===== config.mk =====
export PLATFORM = sky130hd
export DESIGN_NAME = axi_wr_slave
export DESIGN_NICKNAME = d
export VERILOG_FILES = /design/src/source/axi_wr_pkg.sv /design/src/source/wr_slot_if.sv /design/src/source/wr_intake.sv /design/src/source/ost_table.sv /design/src/source/resp_sched.sv /design/src/source/axi_wr_slave.sv
export VERILOG_INCLUDE_DIRS = /design/src /design/src/source
export SDC_FILE = /design/constraint.sdc
export NUM_CORES = 1
export LEC_CHECK = 0
export ABC_AREA = 1
export BUFFER_PORTS_ARGS = -buffer_cell sky130_fd_sc_hd__buf_2
export CORE_UTILIZATION = 40
export DETAILED_ROUTE_END_ITERATION = 12
export GPL_ROUTABILITY_DRIVEN = 0
export PLACE_DENSITY = 0.67
export SLEW_MARGIN = 15
export SYNTH_ARGS = -nofsm -noshare
export SYNTH_HDL_FRONTEND = slang
export SYNTH_SLANG_ARGS = --single-unit
export TNS_END_PERCENT = 20

===== constraint.sdc =====
create_clock -name clk -period 2.82 [get_ports clk]
set_input_delay 0.282 -clock clk [delete_from_list [all_inputs] [get_ports clk]]
set_output_delay 0.282 -clock clk [all_outputs]
set_load 0.01 [all_outputs]

===== src/source/axi_wr_defs.svh =====
// ------------------------------------------------
// Widths and limits for the AXI write slave
// OST_DEPTH must stay a power of 2
// awlen above MAX_BURST_LEN-1 is outside the contract
// ------------------------------------------------
`ifndef AXI_WR_DEFS_SVH
`define AXI_WR_DEFS_SVH

// AXI field widths
`define AXI_ID_W        4
`define AXI_USER_W      4
`define AXI_LEN_W       8

// Table and burst limits
`define OST_DEPTH       4
`define MAX_BURST_LEN   8

// Backend model, response ready 31 minus ID cycles after last beat
`define RESP_DLY_MAX    31
`define ERR_ID          15

`endif


===== src/source/axi_wr_pkg.sv =====
// ------------------------------------------------
// Types shared by the write slave blocks
// Slot index width follows OST_DEPTH
// ------------------------------------------------
`include "axi_wr_defs.svh"

package axi_wr_pkg;

    // Index of one outstanding table entry
    typedef logic [$clog2(`OST_DEPTH)-1:0] slot_t;

    // AXI transaction ID and user tag
    typedef logic [`AXI_ID_W-1:0]   id_t;
    typedef logic [`AXI_USER_W-1:0] user_t;

    // Life cycle of one table entry
    typedef enum logic [1:0] {
        EMPTY        = 2'd0,
        AWAIT_DATA   = 2'd1,
        WAIT_BACKEND = 2'd2,
        RESP_READY   = 2'd3
    } entry_state_e;

    // B channel codes in use
    typedef enum logic [1:0] {
        OKAY   = 2'b00,
        SLVERR = 2'b10
    } bresp_e;

endpackage


===== src/source/wr_slot_if.sv =====
// ------------------------------------------------
// Links between intake, table and scheduler
// Modport tbl is the table side of both links
// ------------------------------------------------
`timescale 1ns/1ns
`include "axi_wr_defs.svh"

// Intake to table: slot allocation and end of data
interface alloc_if;
    import axi_wr_pkg::*;

    logic                  alloc;
    slot_t                 alloc_slot;
    id_t                   alloc_id;
    user_t                 alloc_user;
    logic                  data_done;
    slot_t                 done_slot;
    logic [`OST_DEPTH-1:0] free_mask;

    modport intake (
        output alloc, alloc_slot, alloc_id, alloc_user, data_done, done_slot,
        input  free_mask
    );

    modport tbl (
        input  alloc, alloc_slot, alloc_id, alloc_user, data_done, done_slot,
        output free_mask
    );
endinterface

// Table to scheduler: ready entries and the selected one
interface resp_if;
    import axi_wr_pkg::*;

    logic [`OST_DEPTH-1:0] ready_mask;
    slot_t                 sel_slot;
    id_t                   sel_id;
    user_t                 sel_user;
    bresp_e                sel_resp;
    logic                  retire;

    modport tbl (
        output ready_mask, sel_id, sel_user, sel_resp,
        input  sel_slot, retire
    );

    modport sched (
        input  ready_mask, sel_id, sel_user, sel_resp,
        output sel_slot, retire
    );
endinterface


===== src/source/wr_intake.sv =====
// ------------------------------------------------
// AW intake and W beat steering
// W beats belong to the oldest write awaiting data
// wlast ends a write even if the count disagrees
// ------------------------------------------------
`timescale 1ns/1ns
`include "axi_wr_defs.svh"

module wr_intake (
    input  logic                  clk,
    input  logic                  rst_n,
    input  logic                  awvalid,
    output logic                  awready,
    input  axi_wr_pkg::id_t       awid,
    input  axi_wr_pkg::user_t     awuser,
    input  logic [`AXI_LEN_W-1:0] awlen,
    input  logic                  wvalid,
    output logic                  wready,
    input  logic                  wlast,
    alloc_if.intake               alloc
);
    import axi_wr_pkg::*;

    localparam int BEAT_W = $clog2(`MAX_BURST_LEN);
    localparam int CNT_W  = $clog2(`OST_DEPTH) + 1;

    // Writes awaiting data, oldest at rd_ptr
    slot_t             q_slot [`OST_DEPTH];
    logic [BEAT_W-1:0] q_len  [`OST_DEPTH];
    slot_t             wr_ptr;
    slot_t             rd_ptr;
    logic [CNT_W-1:0]  q_cnt;

    logic [BEAT_W-1:0] beat_cnt;
    logic              len_hit;
    logic              aw_hs;
    logic              w_hs;
    slot_t             free_slot;
    logic              free_any;

    // ------------------------------------------------
    // Lowest free slot
    // ------------------------------------------------
    always_comb begin
        free_slot = '0;
        free_any  = 1'b0;
        for (int i = `OST_DEPTH - 1; i >= 0; i--) begin
            if (alloc.free_mask[i]) begin
                free_slot = slot_t'(i);
                free_any  = 1'b1;
            end
        end
    end

    assign awready = free_any;
    assign aw_hs   = awvalid & awready;
    assign wready  = (q_cnt != '0);
    assign w_hs    = wvalid & wready;

    assign alloc.alloc      = aw_hs;
    assign alloc.alloc_slot = free_slot;
    assign alloc.alloc_id   = awid;
    assign alloc.alloc_user = awuser;
    assign alloc.data_done  = w_hs & wlast;
    assign alloc.done_slot  = q_slot[rd_ptr];

    // ------------------------------------------------
    // In-order queue of writes awaiting data
    // ------------------------------------------------
    always_ff @(posedge clk) begin
        if (aw_hs) begin
            q_slot[wr_ptr] <= free_slot;
            q_len[wr_ptr]  <= awlen[BEAT_W-1:0];
        end
    end

    // Never overflows, one entry per occupied slot at most
    always_ff @(posedge clk or negedge rst_n) begin
        if (!rst_n) begin
            wr_ptr <= '0;
            rd_ptr <= '0;
            q_cnt  <= '0;
        end else begin
            if (aw_hs) begin
                wr_ptr <= wr_ptr + 1'b1;
            end
            if (alloc.data_done) begin
                rd_ptr <= rd_ptr + 1'b1;
            end
            case ({aw_hs, alloc.data_done})
                2'b10:   q_cnt <= q_cnt + 1'b1;
                2'b01:   q_cnt <= q_cnt - 1'b1;
                default: q_cnt <= q_cnt;
            endcase
        end
    end

    // Beat count of the head write, holds at awlen on an overlong burst
    assign len_hit = (beat_cnt == q_len[rd_ptr]);

    always_ff @(posedge clk or negedge rst_n) begin
        if (!rst_n) begin
            beat_cnt <= '0;
        end else if (alloc.data_done) begin
            beat_cnt <= '0;
        end else if (w_hs && !len_hit) begin
            beat_cnt <= beat_cnt + 1'b1;
        end
    end

endmodule


===== src/source/ost_table.sv =====
// ------------------------------------------------
// Table of outstanding writes
// Same-ID order count is fixed at allocation
// An entry frees on its B handshake
// ------------------------------------------------
`timescale 1ns/1ns
`include "axi_wr_defs.svh"

module ost_table (
    input  logic   clk,
    input  logic   rst_n,
    alloc_if.tbl   alloc,
    resp_if.tbl    resp
);
    import axi_wr_pkg::*;

    localparam int DLY_W = $clog2(`RESP_DLY_MAX + 1);

    entry_state_e     ent_state [`OST_DEPTH];
    id_t              ent_id    [`OST_DEPTH];
    user_t            ent_user  [`OST_DEPTH];
    bresp_e           ent_resp  [`OST_DEPTH];
    logic [DLY_W-1:0] ent_dly   [`OST_DEPTH];
    // Older outstanding writes with the same ID
    slot_t            ent_ord   [`OST_DEPTH];

    logic [`OST_DEPTH-1:0] alloc_hit;
    logic [`OST_DEPTH-1:0] done_hit;
    logic [`OST_DEPTH-1:0] retire_hit;
    logic [`OST_DEPTH-1:0] dly_hit;
    slot_t                 alloc_ord;

    // ------------------------------------------------
    // Per-entry events and status masks
    // ------------------------------------------------
    always_comb begin
        for (int i = 0; i < `OST_DEPTH; i++) begin
            alloc_hit[i]  = alloc.alloc && (alloc.alloc_slot == slot_t'(i));
            done_hit[i]   = alloc.data_done && (alloc.done_slot == slot_t'(i));
            retire_hit[i] = resp.retire && (resp.sel_slot == slot_t'(i));
            // Backend done once the counter reaches 31 minus ID
            dly_hit[i]    = (ent_dly[i] == DLY_W'(`RESP_DLY_MAX) - DLY_W'(ent_id[i]));
            alloc.free_mask[i]  = (ent_state[i] == EMPTY);
            resp.ready_mask[i]  = (ent_state[i] == RESP_READY) && (ent_ord[i] == '0);
        end
    end

    // Same-ID writes still held, the one retiring now excluded
    always_comb begin
        alloc_ord = '0;
        for (int i = 0; i < `OST_DEPTH; i++) begin
            if ((ent_state[i] != EMPTY) && (ent_id[i] == alloc.alloc_id) &&
                !retire_hit[i]) begin
                alloc_ord = alloc_ord + 1'b1;
            end
        end
    end

    // ------------------------------------------------
    // Entry state and order count
    // ------------------------------------------------
    always_ff @(posedge clk or negedge rst_n) begin
        if (!rst_n) begin
            for (int i = 0; i < `OST_DEPTH; i++) begin
                ent_state[i] <= EMPTY;
                ent_ord[i]   <= '0;
            end
        end else begin
            for (int i = 0; i < `OST_DEPTH; i++) begin
                if (alloc_hit[i]) begin
                    ent_ord[i] <= alloc_ord;
                end else if (resp.retire && (ent_state[i] != EMPTY) &&
                             (ent_id[i] == resp.sel_id) && (ent_ord[i] != '0)) begin
                    ent_ord[i] <= ent_ord[i] - 1'b1;
                end

                case (ent_state[i])
                    EMPTY: begin
                        if (alloc_hit[i]) begin
                            ent_state[i] <= AWAIT_DATA;
                        end
                    end
                    AWAIT_DATA: begin
                        if (done_hit[i]) begin
                            ent_state[i] <= WAIT_BACKEND;
                        end
                    end
                    WAIT_BACKEND: begin
                        if (dly_hit[i]) begin
                            ent_state[i] <= RESP_READY;
                        end
                    end
                    RESP_READY: begin
                        if (retire_hit[i]) begin
                            ent_state[i] <= EMPTY;
                        end
                    end
                    default: ent_state[i] <= EMPTY;
                endcase
            end
        end
    end

    // ------------------------------------------------
    // Payload and backend delay counter
    // ------------------------------------------------
    always_ff @(posedge clk) begin
        for (int i = 0; i < `OST_DEPTH; i++) begin
            if (alloc_hit[i]) begin
                ent_id[i]   <= alloc.alloc_id;
                ent_user[i] <= alloc.alloc_user;
                ent_resp[i] <= (alloc.alloc_id == id_t'(`ERR_ID)) ? SLVERR : OKAY;
            end
            if (done_hit[i]) begin
                ent_dly[i] <= DLY_W'(1);
            end else if ((ent_state[i] == WAIT_BACKEND) && !dly_hit[i]) begin
                ent_dly[i] <= ent_dly[i] + 1'b1;
            end
        end
    end

    // Fields of the slot the scheduler points at
    assign resp.sel_id   = ent_id[resp.sel_slot];
    assign resp.sel_user = ent_user[resp.sel_slot];
    assign resp.sel_resp = ent_resp[resp.sel_slot];

endmodule


===== src/source/resp_sched.sv =====
// ------------------------------------------------
// Round-robin B channel scheduler
// Grant is held while bvalid waits for bready
// ------------------------------------------------
`timescale 1ns/1ns
`include "axi_wr_defs.svh"

module resp_sched (
    input  logic               clk,
    input  logic               rst_n,
    output logic               bvalid,
    input  logic               bready,
    output axi_wr_pkg::id_t    bid,
    output axi_wr_pkg::bresp_e bresp,
    output axi_wr_pkg::user_t  buser,
    resp_if.sched              resp
);
    import axi_wr_pkg::*;

    slot_t last_r;
    slot_t hold_slot_r;
    logic  hold_r;
    slot_t rr_pick;
    slot_t grant;

    // Search starts one past the last granted slot
    always_comb begin
        slot_t idx;
        rr_pick = last_r;
        for (int k = `OST_DEPTH; k >= 1; k--) begin
            idx = last_r + slot_t'(k);
            if (resp.ready_mask[idx]) begin
                rr_pick = idx;
            end
        end
    end

    assign grant       = hold_r ? hold_slot_r : rr_pick;
    assign bvalid      = resp.ready_mask[grant];
    assign resp.sel_slot = grant;
    assign resp.retire = bvalid & bready;

    assign bid   = resp.sel_id;
    assign bresp = resp.sel_resp;
    assign buser = resp.sel_user;

    always_ff @(posedge clk or negedge rst_n) begin
        if (!rst_n) begin
            last_r      <= '0;
            hold_r      <= 1'b0;
            hold_slot_r <= '0;
        end else begin
            hold_r      <= bvalid & ~bready;
            hold_slot_r <= grant;
            if (resp.retire) begin
                last_r <= grant;
            end
        end
    end

endmodule


===== src/source/axi_wr_slave.sv =====
// ------------------------------------------------
// AXI write slave, AW/W/B only
// Up to OST_DEPTH writes in flight, bursts to 8 beats
// ID 15 answers SLVERR, buser echoes awuser
// ------------------------------------------------
`timescale 1ns/1ns
`include "axi_wr_defs.svh"

module axi_wr_slave (
    input  logic                   clk,
    input  logic                   rst_n,
    // AW channel
    input  logic                   awvalid,
    output logic                   awready,
    input  logic [`AXI_ID_W-1:0]   awid,
    input  logic [`AXI_USER_W-1:0] awuser,
    input  logic [`AXI_LEN_W-1:0]  awlen,
    // W channel
    input  logic                   wvalid,
    output logic                   wready,
    input  logic                   wlast,
    // B channel
    output logic                   bvalid,
    input  logic                   bready,
    output logic [`AXI_ID_W-1:0]   bid,
    output logic [1:0]             bresp,
    output logic [`AXI_USER_W-1:0] buser
);

    alloc_if u_alloc_if ();
    resp_if  u_resp_if ();

    wr_intake u_intake (
        .clk     (clk),
        .rst_n   (rst_n),
        .awvalid (awvalid),
        .awready (awready),
        .awid    (awid),
        .awuser  (awuser),
        .awlen   (awlen),
        .wvalid  (wvalid),
        .wready  (wready),
        .wlast   (wlast),
        .alloc   (u_alloc_if.intake)
    );

    ost_table u_table (
        .clk   (clk),
        .rst_n (rst_n),
        .alloc (u_alloc_if.tbl),
        .resp  (u_resp_if.tbl)
    );

    resp_sched u_sched (
        .clk    (clk),
        .rst_n  (rst_n),
        .bvalid (bvalid),
        .bready (bready),
        .bid    (bid),
        .bresp  (bresp),
        .buser  (buser),
        .resp   (u_resp_if.sched)
    );

endmodule


# Word level (Yosys, flattened, before mapping)
# Memories as Yosys holds them, arrays and structs flattened.
# Index checks and enable logic that the tools add are counted.
# word_totals
ram_bits,68
ff_bits,28
inputBits,22
output_inout_bits,13
mem_count,5
# mem_list
name,depth,word_bits,rd,rd_ports_with_merged_regs,wr,line,source
u_table.ent_dly,4,5,4,0,4,ost_table.sv:23,logic [DLY_W-1:0] ent_dly [`OST_DEPTH];
u_table.ent_id,4,4,5,0,1,ost_table.sv:20,id_t ent_id [`OST_DEPTH];
u_table.ent_user,4,4,1,0,1,ost_table.sv:21,user_t ent_user [`OST_DEPTH];
u_intake.q_slot,4,2,1,0,1,wr_intake.sv:28,slot_t q_slot [`OST_DEPTH];
u_table.ent_resp,4,2,1,0,1,ost_table.sv:22,bresp_e ent_resp [`OST_DEPTH];
# op_classes
eq_ne,52
muxes,115
addsub,22
n_lt_le_gt_ge,4
reduce_logical,86
bitwise,10
# op_table
operator,n
2-to-1 mux 2 bit,48
2-to-1 mux 1 bit,48
logical AND 1 bit,40
equality test 4 bit,8
inequality test 2 x 1 -> 1 bit (second input constant),16
case mux 2 bit (4 select lines),4
equality test 2 bit (second input constant),15
nonzero test 2 bit,13
2-to-1 mux 4 bit,6
OR reduction 4 bit,6
logical NOT 2 bit,11
adder 5 x 1 -> 5 bit (second input constant),4
equality test 5 bit,4
2-to-1 mux 5 bit,4
subtractor 5 x 4 -> 5 bit (first input constant),4
equality test 2 x 1 -> 1 bit (second input constant),8
AND reduction 4 bit,4
less-than comparator 2 x 3 -> 1 bit (second input constant),4
adder 2 x 1 -> 2 bit (second input constant),5
binary-select mux 1 bit (select 2 bit),4
logical NOT 1 bit,8
subtractor 2 x 1 -> 2 bit (second input constant),4
case mux 3 bit (2 select lines),1
OR reduction 2 bit,3
9 further kinds,17

# Logic depth before layout (Yosys ltp)
# Gate-level depths: netlist (run 1).
# depth
depth_word,22
depth_mapped,29

# Modules after synthesis
# From an unflattened synthesis (run 1), not the netlist that was laid out.
# hier_totals
cells_unflattened,752
hier_area_um2,6124.6
# modules_own_cells
mod,instances,area_each_um2,cells_per_inst
ost_table,1,4710.8,566
wr_intake,1,854.6,96
resp_sched,1,559.3,90

# Worst setup path after synthesis (run 1)
# No wires, ideal clock.
# synth_path
path_kind,register -> register
start,register u_table.ent_state[2] (netlist name)
end,register u_table.ent_ord[7] (netlist name)
t_required_ns,2.706
period_less_slack_ns,3.040
arrival_ns,2.926
slack_ns,-0.220
stages_incl_launch_ff,28
n_path_buf,1
setup_ns,0.114
path_cell_list,dfrtp_1 ha_1 nand2_1 inv_1 nand2_1 nand2_1 nor2_2 nand2_1 nand2_1 nand2_1 nand3_2 buf_6 nand3_4 nand2_4 nand2_4 nand2_4 nor2_8 a21boi_0 inv_1 ha_1 inv_1 nand3_1 nand2_1 nand3_1 nand2_1 nand2_1 nand2_1 inv_1
# synth_between
elab_chain_cells,22
word_cells_on_any_way,57
cone_classes,3 x add/sub; 5 x eq/ne; 23 x mux; 2 x bitwise; 23 x reduce/logical; 1 x memory
# synth_rtl
item,line,source
from (decl),ost_table.sv:19,entry_state_e ent_state [`OST_DEPTH];
"from (signal, indexed assignment)",ost_table.sv:65,ent_state[i] <= EMPTY;
"from (signal, indexed assignment)",ost_table.sv:80,ent_state[i] <= AWAIT_DATA;
"from (signal, indexed assignment)",ost_table.sv:85,ent_state[i] <= WAIT_BACKEND;
equality test 2 bit,ost_table.sv:44,resp.ready_mask[i] = (ent_state[i] == RESP_READY) && (ent_ord[i] == '0);
logical AND 1 bit,ost_table.sv:44,
binary-select mux 1 bit (select 2 bit),resp_sched.sv:32,if (resp.ready_mask[idx]) begin
2-to-1 mux 1 bit (implied by the code),resp_sched.sv:32,
2-to-1 mux 2 bit (3 in series),resp_sched.sv:32,
2-to-1 mux 2 bit,resp_sched.sv:38,assign grant = hold_r ? hold_slot_r : rr_pick;
binary-select mux 1 bit (select 2 bit),resp_sched.sv:39,assign bvalid = resp.ready_mask[grant];
2-to-1 mux 1 bit (implied by the code),resp_sched.sv:39,
(+4 left out),n/a,
2-to-1 mux 1 bit,ost_table.sv:52,if ((ent_state[i] != EMPTY) && (ent_id[i] == alloc.alloc_id) &&
adder 1 x 1 -> 2 bit,ost_table.sv:54,alloc_ord = alloc_ord + 1'b1;
2-to-1 mux 2 bit,ost_table.sv:52,
adder 2 x 1 -> 2 bit,ost_table.sv:54,
2-to-1 mux 2 bit,ost_table.sv:52,
adder 2 x 1 -> 2 bit,ost_table.sv:54,
2-to-1 mux 2 bit,ost_table.sv:52,
2-to-1 mux 2 bit,ost_table.sv:70,if (alloc_hit[i]) begin
"to (signal, indexed assignment)",ost_table.sv:71,ent_ord[i] <= alloc_ord;
"to (signal, indexed assignment)",ost_table.sv:74,ent_ord[i] <= ent_ord[i] - 1'b1;
to (decl),ost_table.sv:25,slot_t ent_ord [`OST_DEPTH];
# Several ways; a longest one is shown, not always the timed one. The select of a mux whose other input is x is not followed.
# A chain may end at the register's enable or synchronous reset.

# Worst setup path in the final report (run 1)
# layout_path
start,register u_table.ent_state[5] (netlist name)
end,register u_table.ent_ord[6] (netlist name)
# Same word-level chain as after synthesis.

==> results of run 1 <==
[metrics by stage]
stage	setup WS [ps]	cells
after floorplan	0.4339	671
after global placement	-210.4	925
after detailed placement	-285.1	925
after CTS	-32.37	950
after global routing	-299.5	955
final	-124.7	955
[cells in the mapped netlist (2+ instances only)]
library cell,instances,share of area
nor2_2,8,0.0087
o211ai_1,2,0.0026
a21oi_1,17,0.015
nand2_4,6,0.012
a22oi_1,5,0.0065
buf_6,4,0.0078
dfrtp_1,28,0.12
nand2_1,150,0.098
inv_2,4,0.0026
and2_1,2,0.0022
nor4_1,2,0.0022
nand3_1,61,0.053
nand4_1,9,0.0098
o2111ai_1,5,0.0076
nor2_1,68,0.044
inv_4,2,0.0022
xor2_1,24,0.036
a21oi_2,3,0.0046
nor3_1,10,0.0087
edfxtp_1,64,0.33
a221oi_1,2,0.0030
inv_1,97,0.063
nand3_2,6,0.010
xnor2_1,8,0.012
o21ai_0,16,0.014
a21boi_0,2,0.0026
clkbuf_1,2,0.0013
ha_1,31,0.067
o22ai_1,4,0.0043
a22o_1,2,0.0030
nand2_2,14,0.015
[flip-flops by register name (all words and copies together) (netlist names)]
signal	flops
u_table.ent_state	8
u_sched.hold_slot_r	2
u_intake.q_cnt	3
u_table.ent_id	16
u_intake.q_slot	8
u_table.ent_resp	4
u_table.ent_ord	8
u_sched.last_r	2
u_sched.hold_r	1
u_intake.wr_ptr	2
u_intake.rd_ptr	2
u_table.ent_dly	20
u_table.ent_user	16
[cells by family after synthesis]
group                      Yosys count  synth area share
and+or+nand+nor                    340            0.2761
buffers and inverters              112           0.08015
DFF                                 92            0.4553
AOI/OAI and AO/OA                   62           0.06842
xor gates and xnor gates            32           0.04865
adders and majority gates           32           0.07081
other                                1         0.0006510
[worst paths after layout]
check,startpoint,to,slack [ps],cells after the start
worst min register to register,u_intake.q_cnt[2],u_intake.q_cnt[2],480,1
worst max register to register,u_table.ent_state[5],u_table.ent_ord[6],-120,24
worst min-delay path,rst_n,u_intake.wr_ptr[1],-2,1
worst max-delay path,u_table.ent_state[5],u_table.ent_ord[6],-120,24
max in group asynchronous,rst_n,u_sched.last_r[0],2300,1
min in group clk,awuser[3],u_table.ent_user[1][3],160,1
[timing repair]
| action | 4_1_cts | 5_1_grt |
|---|---|---|
| gates cloned | 0 | 0 |
| pin swaps | 26 | 24 |
| setup endpoints to repair | 17 | 21 |
| gates resized for setup | 55 | 41 |
| hold endpoints to repair | 0 | 0 |
| buffers inserted | 9 | 5 |
[critical path, cell delays in order (launching register included)]
cell and delay (ps):
dfrtp_1 410, ha_4 200, nand2_4 80, nand2_1 60
nand2_2 90, nor2_4 50, nor2_4 140, nand2_2 70
nand2_2 70, nand3_4 110, nand2_4 100, nand2_1 70
nand2_2 80, nand2_4 60, nand2_4 90, nor2_8 50
a21boi_2 160, inv_2 60, ha_4 300, inv_4 50
nand2_2 80, nand3_4 140, buf_6 160, nand3_2 50
o211ai_1 90
[layout by cell type, fill, tap and decap left out, drive strengths merged]
master    synthesis  layout
xnor2             8       8
edfxtp           64      64
o2111ai           5       5
o211ai            2       2
nor3             10      10
o22ai             4       4
inv             103     105
buf               6      96
a22o              2       2
a21boi            2       2
fa                1       1
nor2             78      78
a32oi             1       1
and2              2       2
clkinvlp          0       1
clkbuf            2      11
a21oi            20      20
o221ai            1       1
nand2           170     170
xor2             24      24
nand3            68      68
nor4              2       2
conb              1       1
clkinv            1       1
dfrtp            28      28
a221oi            2       2
o21ai            17      17
ha               31      31
nand4            10      10
a22oi             5       5
a2111oi           1       1
bufinv            0       2
[metal layers]
metal,share of wire,track usage
met4,0.027,0.07948
met3,0.058,0.04120
met1,0.45,0.2713
met2,0.47,0.3196
met5,0,0
[cell type report]
type,instances,area share
clock buffer,11,0.03182
clock inverter,5,0.01163
inverter,104,0.05542
multi-input combinational,467,0.4172
sequential,92,0.3587
tap,180,0.03079
timing repair buffer,96,0.09442
==> summary.md, run 1 <==
| Metric | Value |
|---|---|
| Final setup violating endpoints | 11 |
| Area grow syn2layout | 26.98% |
| Vias in the first global route | around 4,700 |
| Max Buffers Root-to-Sink | 2 |
| Clock sink count | about 90 |
| Max_cap viols | 0 |
| Fill count | 1,281 |
| Remaining DRCs | 0 |
| Crit path DAT | about 3200 ps |
| Final Util | 0.5229 |
| Via-to-Cell Ratio | between 5 and 6 |
| CP required | between 3000 and 4000 ps |
| H-tree levels | 3 |
| #FFs+latches synth | slightly above 90 |
| Grt total ovfl | 0 |
| Final setup TNS | -898.7 ps |
| Syn nets | between 700 and 800 |
| Worst Setup Slack, final | -124.7 ps |
| ANT cells | 0 |
| Initial DRC count | around 350 |
| Hold buffers post-CTS | 0 |
| CP Class | reg -> reg |
| Largest net degree at the start of global routing | 29 |
| First-pass GRT wire length | approximately 23,000 um |
| Final Critical Period | just under 3000 ps |
| Core area | 13,990 um^2 |
| Final hold slack | -1.963 ps |
| CTS tree | yes |
| Area of the multi-input gates | 3052 um^2 |
| Flip-flop and latch area | around 2600 um^2 |
| DP Area | roughly 6500 um^2 |
| Status | finished with violations |
| Ys flop type | edfxtp_1 |
| Post-synth ARST share | 0.3043 |
| Post-synthesis cell type count | 44 |
| Post-route cell area | ~7300 um^2 |
| Slew @ Worst Pin | ~740 ps |
| Worst-path fanout max | 5 |
| Failing checks | negative hold slack, negative setup slack |
| Die height | 122.0 um |
| Setup Skew | 4.670 ps |
| Post-DR wirelength/cell | between 15 and 20 um |
| FMAX | 0.3396 GHz |
| Hold Crit Class | in -> async |
| Mapped Area | slightly below 6000 um^2 |
| Detailed placement HPWL | between 10,000 and 15,000 um |
| Routed Antenna Nets | 0 |
| Clock Root Buffer | clkbuf_16 |
| Synth warn | 0 |
| Total Routed Length | 14,460 um |
| TritonRoute pass-1 iters | 7 |
| Post-synth EDFFs | 64 |
| Final worst path period share | 1.044 |
| Final nets | slightly above 800 |
| Initial antenna violation count | 0 |
| Sequential fraction of the synthesis area | 0.4553 |
| RSZ-0062 raised after global routing | yes |
| IO Pins | 35 |
| CTS clk-pin slew, worst paths | approximately 70 ps |
| Pins Over Slew Limit | 0 |
| Fin. Hold Viols | 9 |
| Avg Inst Size Synth | ~8.6 um^2 |
| Initial Util | 0.4118 |
| Clock insertion delay at the later pin of the skew report | 350 ps |
| Inserted Clock Buffers | 9 |
| Die ar. | approximately 15,000 um^2 |
| Layout cells sized above 1 | 0.2890 |
| Slew headroom | 0.5045 |
| GRT Resource Usage Total | 0.2024 |
| PortBufs | 25 |
| Std cell rows | 43 |
| Die Wd | 122.0 um |
| Synthesized instance count | 671 |
| Crit. End Element | flop |
| Crit start category | flop |
| Vias | slightly below 5,000 |
Power of run 1 is not shown: default switching activity piles up to over one toggle a cycle in this logic, so the estimate is an artifact.
==> inputs of run 2 (changes only) <==
--- a/config.mk
+++ b/config.mk
@@ -16,4 +16,4 @@
 export SYNTH_ARGS = -nofsm -noshare
 export SYNTH_HDL_FRONTEND = slang
 export SYNTH_SLANG_ARGS = --single-unit
-export TNS_END_PERCENT = 20
+export TNS_END_PERCENT = 50
==> constraint.sdc (replaced) <==
create_clock -name clk -period 2.82 [get_ports clk]
set_input_delay 0.564 -clock clk [delete_from_list [all_inputs] [get_ports clk]]
set_output_delay 0.564 -clock clk [all_outputs]
set_load 0.01 [all_outputs]
==> summary.md, run 2 (synthesis gave the netlist of run 1 again) <==
| Metric | Value |
|---|---|
| Worst Setup Slack, final | -239.0 ps (was -124.7 ps) |
| Detailed placement HPWL | 10,350 um (was 10,510 um) |
| Crit. End Element | output port (was flop) |
| Area of the multi-input gates | 3035 um^2 (was 3052 um^2) |
| Initial antenna violation count | 0 (unchanged) |
| Most flops, register | u_table.ent_dly (unchanged) |
| Most frequent CP cell | nand2_1 (was nand2_2) |
| IO Pins | 35 (unchanged) |
| Reg2Reg Launch Point | u_table.ent_state[5] (unchanged) |
| Worst reg-to-reg setup slack | -190 ps (was -120 ps) |
| Slowest CP cell | dfrtp_1 (unchanged) |
| Max incr delay on CP | 420 ps (was 410 ps) |
| Worst-path fanout max | 5 (unchanged) |
| Max_cap viols | 0 (unchanged) |
| CTS tree | yes (unchanged) |
| Worst R2R Path Depth | 26 (was 24) |
| RSZ-0062 raised after global routing | yes (unchanged) |
| Max reg flops | 20 (unchanged) |
| ANT cells | 0 (unchanged) |
| Crit path DAT | 2500 ps (was 3170 ps) |
| Pins Over Slew Limit | 0 (unchanged) |
| Slew headroom | 0.4913 (was 0.5045) |
| FMAX | 0.3269 GHz (was 0.3396 GHz) |
| Worst R2R End | u_table.ent_ord[7] (was u_table.ent_ord[6]) |
| Initial DRC count | 354 (was 351) |
| Final Critical Period | 3059 ps (was 2945 ps) |
| Total Routed Length | 14,270 um (was 14,460 um) |
| Clock insertion delay at the later pin of the skew report | 350 ps (about the same) |
| First-pass GRT wire length | 23,050 um (was 22,820 um) |
| Inserted Clock Buffers | 9 (unchanged) |
| H-tree levels | 3 (unchanged) |
| Remaining DRCs | 0 (unchanged) |
| Std cell rows | 43 (unchanged) |
| CP Class | reg -> out (was reg -> reg) |
| Vias in the first global route | 4,668 (was 4,658) |
| CTS clk-pin slew, worst paths | 70 ps (about the same) |
| Via-to-Cell Ratio | 5.070 (was 5.037) |
| Final nets | 836 (was 824) |
| CP required | 2260 ps (was 3040 ps) |
| GRT Resource Usage Total | 0.2031 (was 0.2024) |
| Final Util | 0.5289 (was 0.5229) |
| Cells along the critical path | ha_4 -> nand2_4 -> inv_2 -> nand2_1 -> nand2_1 -> nor2_2 -> buf_4 -> nand2_2 -> nand2_2 -> nand3_2 -> nand2_4 -> nand2_8 -> inv_4 -> buf_6 -> nor2_4 -> buf_6 -> a22oi_2 -> nand2_1 -> buf_2 (was ha_4 -> nand2_4 -> nand2_1 -> nand2_2 -> nor2_4 -> nor2_4 -> nand2_2 -> nand2_2 -> nand3_4 -> nand2_4 -> nand2_1 -> nand2_2 -> nand2_4 -> nand2_4 -> nor2_8 -> a21boi_2 -> inv_2 -> ha_4 -> inv_4 -> nand2_2 -> nand3_4 -> buf_6 -> nand3_2 -> o211ai_1) |
| Clock sink count | 92 (unchanged) |
| Routed Antenna Nets | 0 (unchanged) |
| Largest net degree at the start of global routing | 29 (unchanged) |
| Initial Util | 0.4118 (unchanged) |
| Final setup violating endpoints | 18 (was 11) |
| Die height | 122.0 um (unchanged) |
| Clock Root Buffer | clkbuf_16 (unchanged) |
| Layout cells sized above 1 | 0.2961 (was 0.2890) |
| Fill count | 1,275 (was 1,281) |
| Slew @ Worst Pin | 763.0 ps (was 743.3 ps) |
| Post-DR wirelength/cell | 14.75 um (was 15.15 um) |
| Vias | 4,903 (was 4,810) |
| Fin. Hold Viols | 0 (was 9) |
| TritonRoute pass-1 iters | 5 (was 7) |
| Hold Crit Class | in -> async (unchanged) |
| Flip-flop and latch area | 2624 um^2 (unchanged) |
| PortBufs | 25 (unchanged) |
| Die ar. | 14,890 um^2 (unchanged) |
| Commonest non-fill, non-tap cell in the layout | nand2_1 (unchanged) |
| Core area | 13,990 um^2 (unchanged) |
| Max Buffers Root-to-Sink | 2 (unchanged) |
| Crit start category | flop (unchanged) |
| Setup Skew | 6.598 ps (was 4.670 ps) |
| Die Wd | 122.0 um (unchanged) |
| Grt total ovfl | 0 (unchanged) |
| Most frequent cells in the layout | nand2_1, inv_1, buf_4, nor2_1, edfxtp_1 (was nand2_1, inv_1, nor2_1, buf_4, edfxtp_1) |
| Biggest regs | u_table.ent_dly: 20 flops, u_table.ent_id: 16 flops, u_table.ent_user: 16 flops (unchanged) |
| Failing checks | negative setup slack (was negative hold slack, negative setup slack) |
| Final worst path period share | 1.085 (was 1.044) |
| Status | finished with violations (unchanged) |
| Area grow syn2layout | 28.43% (was 26.98%) |
[run 2: changes by cell type in the layout (fill, tap and decap cells not counted), sizes merged]
cell	before	now
buf	96	108
inv	105	104
bufinv	2	1
clkbuf	11	10
clkinv	1	4
[run 2: worst max path at each step]
stage,startpoint,end,slack [ps],depth (start not counted)
CTS,u_table.ent_state[5],bresp[1],-240,19
floorplan,u_table.ent_ord[0],u_table.ent_ord[7],0.4,28
finish,u_table.ent_state[1],bresp[1],-240,19
global placement,u_table.ent_ord[4],u_table.ent_ord[4],-240,26
global route,u_table.ent_state[5],u_table.ent_ord[7],-400,26
detailed placement,u_table.ent_ord[4],u_table.ent_ord[4],-310,26
[run 2: repair_timing]
item / CTS / global route
pin swaps: 30 / 24
hold endpoints to repair: 0 / 0
buffers inserted: 10 / 5
hold buffers: 0 / 0
resized for setup: 59 / 32
setup endpoints to repair: 18 / 23
[run 2: worst max-delay path: cells and delay by family (launching register included)]
family / cells / cell delay, ps
and+or+nand+nor: 11 / 780
buffers and inverters: 6 / 600
DFF: 1 / 420
adders and majority gates: 1 / 200
AOI/OAI and AO/OA: 1 / 140
[run 2: per-stage QoR]
stage | std cells | worst slack, ps | cell area [um^2] | hold WS (ps) | TNS (ps)
detailed placement | 936 | -309.9 | 6614 | 469.3 | -2514
global route | 967 | -401.8 | 7398 | 327.2 | -6223
CTS | 962 | -238.9 | 7244 | 293.4 | -2722
finish | 967 | -239.0 | 7398 | 286.0 | -2727
global placement | 936 | -242.4 | 6614 | 464.0 | -1750
floorplan | 671 | 0.4339 | 5788 | 268.4 | 0
[run 2: final cells by class]
cell class                 count  area share
clock buffer                  10     0.03095
clock inverter                 6    0.008794
inverter                     104     0.05496
multi-input combinational    467      0.4103
sequential                    92      0.3546
tap                          180     0.03044
timing repair buffer         108      0.1099
[run 2: metal layers]
metal  wire [um]  GRT usage
met5           0          0
met2        6598     0.3192
met3         820    0.03605
met1        6477     0.2798
met4         371    0.07176
Power of run 2 is left out for the same reason.
==> inputs of run 3 (changes only) <==
--- a/config.mk
+++ b/config.mk
@@ -8,10 +8,10 @@
 export LEC_CHECK = 0
 export ABC_AREA = 1
 export BUFFER_PORTS_ARGS = -buffer_cell sky130_fd_sc_hd__buf_2
-export CORE_UTILIZATION = 40
+export CORE_UTILIZATION = 56
 export DETAILED_ROUTE_END_ITERATION = 12
 export GPL_ROUTABILITY_DRIVEN = 0
-export PLACE_DENSITY = 0.67
+export PLACE_DENSITY = 0.86
 export SLEW_MARGIN = 15
 export SYNTH_ARGS = -nofsm -noshare
 export SYNTH_HDL_FRONTEND = slang
==> summary.md, run 3 (synthesis gave the netlist of run 1 again) <==
| Metric | Value |
|---|---|
| Crit path DAT | 3490 ps (was 2500 ps) |
| Initial DRC count | 512 (was 354) |
| Slew @ Worst Pin | 770.4 ps (was 763.0 ps) |
| Pins Over Slew Limit | 0 (unchanged) |
| Worst-path fanout max | 4 (was 5) |
| Post-route cell area | 7407 um^2 (was 7398 um^2) |
| Die ar. | 10,700 um^2 (was 14,890 um^2) |
| RSZ-0062 raised after global routing | yes (unchanged) |
| Final Critical Period | 3212 ps (was 3059 ps) |
| Grt total ovfl | 0 (unchanged) |
| Crit. End Element | flop (was output port) |
| Final Util | 0.7509 (was 0.5289) |
| Slew headroom | 0.4864 (was 0.4913) |
| Vias in the first global route | 5,133 (was 4,668) |
| Clock sink count | 92 (unchanged) |
| Setup Skew | 8.433 ps (was 6.598 ps) |
| CP required | 3090 ps (was 2260 ps) |
| Total Routed Length | 16,560 um (was 14,270 um) |
| Slowest CP cell | dfrtp_1 (unchanged) |
| Worst R2R Path Depth | 28 (was 26) |
| Layout cells sized above 1 | 0.3283 (was 0.2961) |
| Via-to-Cell Ratio | 5.853 (was 5.070) |
| Worst Setup Slack, final | -392.0 ps (was -239.0 ps) |
| H-tree levels | 3 (unchanged) |
| Std cell rows | 36 (was 43) |
| Die height | 103.4 um (was 122.0 um) |
| CTS clk-pin slew, worst paths | 100 ps (was 70 ps) |
| CP Class | reg -> reg (was reg -> out) |
| Most frequent cells in the layout | nand2_1, inv_1, buf_4, nor2_1, edfxtp_1 (unchanged) |
| Max reg flops | 20 (unchanged) |
| Clock Root Buffer | clkbuf_8 (was clkbuf_16) |
| Max Buffers Root-to-Sink | 2 (unchanged) |
| Hold buffers post-CTS | 0 (unchanged) |
| Commonest non-fill, non-tap cell in the layout | nand2_1 (unchanged) |
| PortBufs | 25 (unchanged) |
| Failing checks | negative setup slack (unchanged) |
| IO Pins | 35 (unchanged) |
| Fin. Hold Viols | 0 (unchanged) |
| FMAX | 0.3113 GHz (was 0.3269 GHz) |
| Vias | 5,455 (was 4,903) |
| Largest net degree at the start of global routing | 29 (unchanged) |
| Final setup violating endpoints | 20 (was 18) |
| Die Wd | 103.4 um (was 122.0 um) |
| Inserted Clock Buffers | 9 (unchanged) |
| Final worst path period share | 1.139 (was 1.085) |
| CTS tree | yes (unchanged) |
| GRT Resource Usage Total | 0.3005 (was 0.2031) |
| Routed Antenna Nets | 0 (unchanged) |
| Final nets | 847 (was 836) |
| First-pass GRT wire length | 23,980 um (was 23,050 um) |
| Remaining DRCs | 0 (unchanged) |
| TritonRoute pass-1 iters | 6 (was 5) |
| Most flops, register | u_table.ent_dly (unchanged) |
| Detailed placement HPWL | 10,960 um (was 10,350 um) |
| Max_cap viols | 0 (unchanged) |
| DP Area | 6518 um^2 (was 6614 um^2) |
| Initial Util | 0.5840 (was 0.4118) |
| Clock insertion delay at the later pin of the skew report | 370 ps (was 350 ps) |
| Core area | 9864 um^2 (was 13,990 um^2) |
| Max incr delay on CP | 440 ps (was 420 ps) |
| Initial antenna violation count | 0 (unchanged) |
| Post-DR wirelength/cell | 17.76 um (was 14.75 um) |
| Hold Crit Class | in -> async (unchanged) |
| Status | finished with violations (unchanged) |
| Crit start category | flop (unchanged) |
| Area grow syn2layout | 28.58% (was 28.43%) |
| Biggest regs | u_table.ent_dly: 20 flops, u_table.ent_id: 16 flops, u_table.ent_user: 16 flops (unchanged) |
## run 3: cell count changes in the layout (fill, tap and decap cells not counted), sizes merged
cell	change
buf	+11
bufinv	-1
clkbuf	-1
clkinv	-1
clkinvlp	+1
diode	+1
inv	+2
## run 3: layout make-up
cell class	instances	area, um^2
tap	133	166.4
antenna	1	2.502
fill	580	2457
inverter	104	410.4
clock buffer	9	123.9
sequential	92	2624
clock inverter	7	58.81
timing repair buffer	119	894.6
multi-input combinational	467	3127
## run 3: per-layer routing
| metal | global-route usage | vias up | wire length, um |
|---|---|---|---|
| met5 | 0 | - | 0 |
| met4 | 0.1506 | 0 | 813 |
| met3 | 0.07460 | 92 | 1586 |
| met2 | 0.5064 | 354 | 8047 |
| met1 | 0.3586 | 2560 | 6107 |
| li1 | - | 2449 | - |
## run 3: stage by stage
| stage | setup TNS [ps] | setup WS [ps] | std cells | hold WS [ps] |
|---|---|---|---|---|
| 2_1_floorplan | 0 | 0.4339 | 671 | 268.4 |
| 3_3_place_gp | -1173 | -175.9 | 888 | 460.7 |
| 3_5_place_dp | -3112 | -316.2 | 888 | 472.9 |
| 4_1_cts | -3822 | -280.4 | 916 | 257.6 |
| 5_1_grt | -9107 | -578.6 | 931 | 286.6 |
| 6_report | -5752 | -392.0 | 932 | 260.0 |
## run 3: path summary, 6_finish.rpt
path                                       from                      to  slack [ps]
max                        u_table.ent_state[1]      u_table.ent_ord[7]        -390
min                                       rst_n    u_table.ent_state[6]         260
max reg2reg                u_table.ent_state[1]      u_table.ent_ord[7]        -390
min reg2reg                   u_intake.q_cnt[2]       u_intake.q_cnt[2]         490
max in group asynchronous                 rst_n       u_sched.last_r[0]        2020
min in group clk                      awuser[2]  u_table.ent_user[0][2]         410
## run 3: critical path, delay by kind of cell, from the launching register on
family	cells	cell delay (ps)
compound gates	1	180
flops	1	440
buf+inv	7	520
simple gates	18	1490
fa+ha+maj	2	480
## run 3: timing repair
action                                  CTS  global route
endpoints found under the setup margin   18            23
setup buffers                            13            15
hold endpoints to repair                  0             0
resized for setup                        60            64
pin swaps                                29            35
Power of run 3 is left out for the same reason.
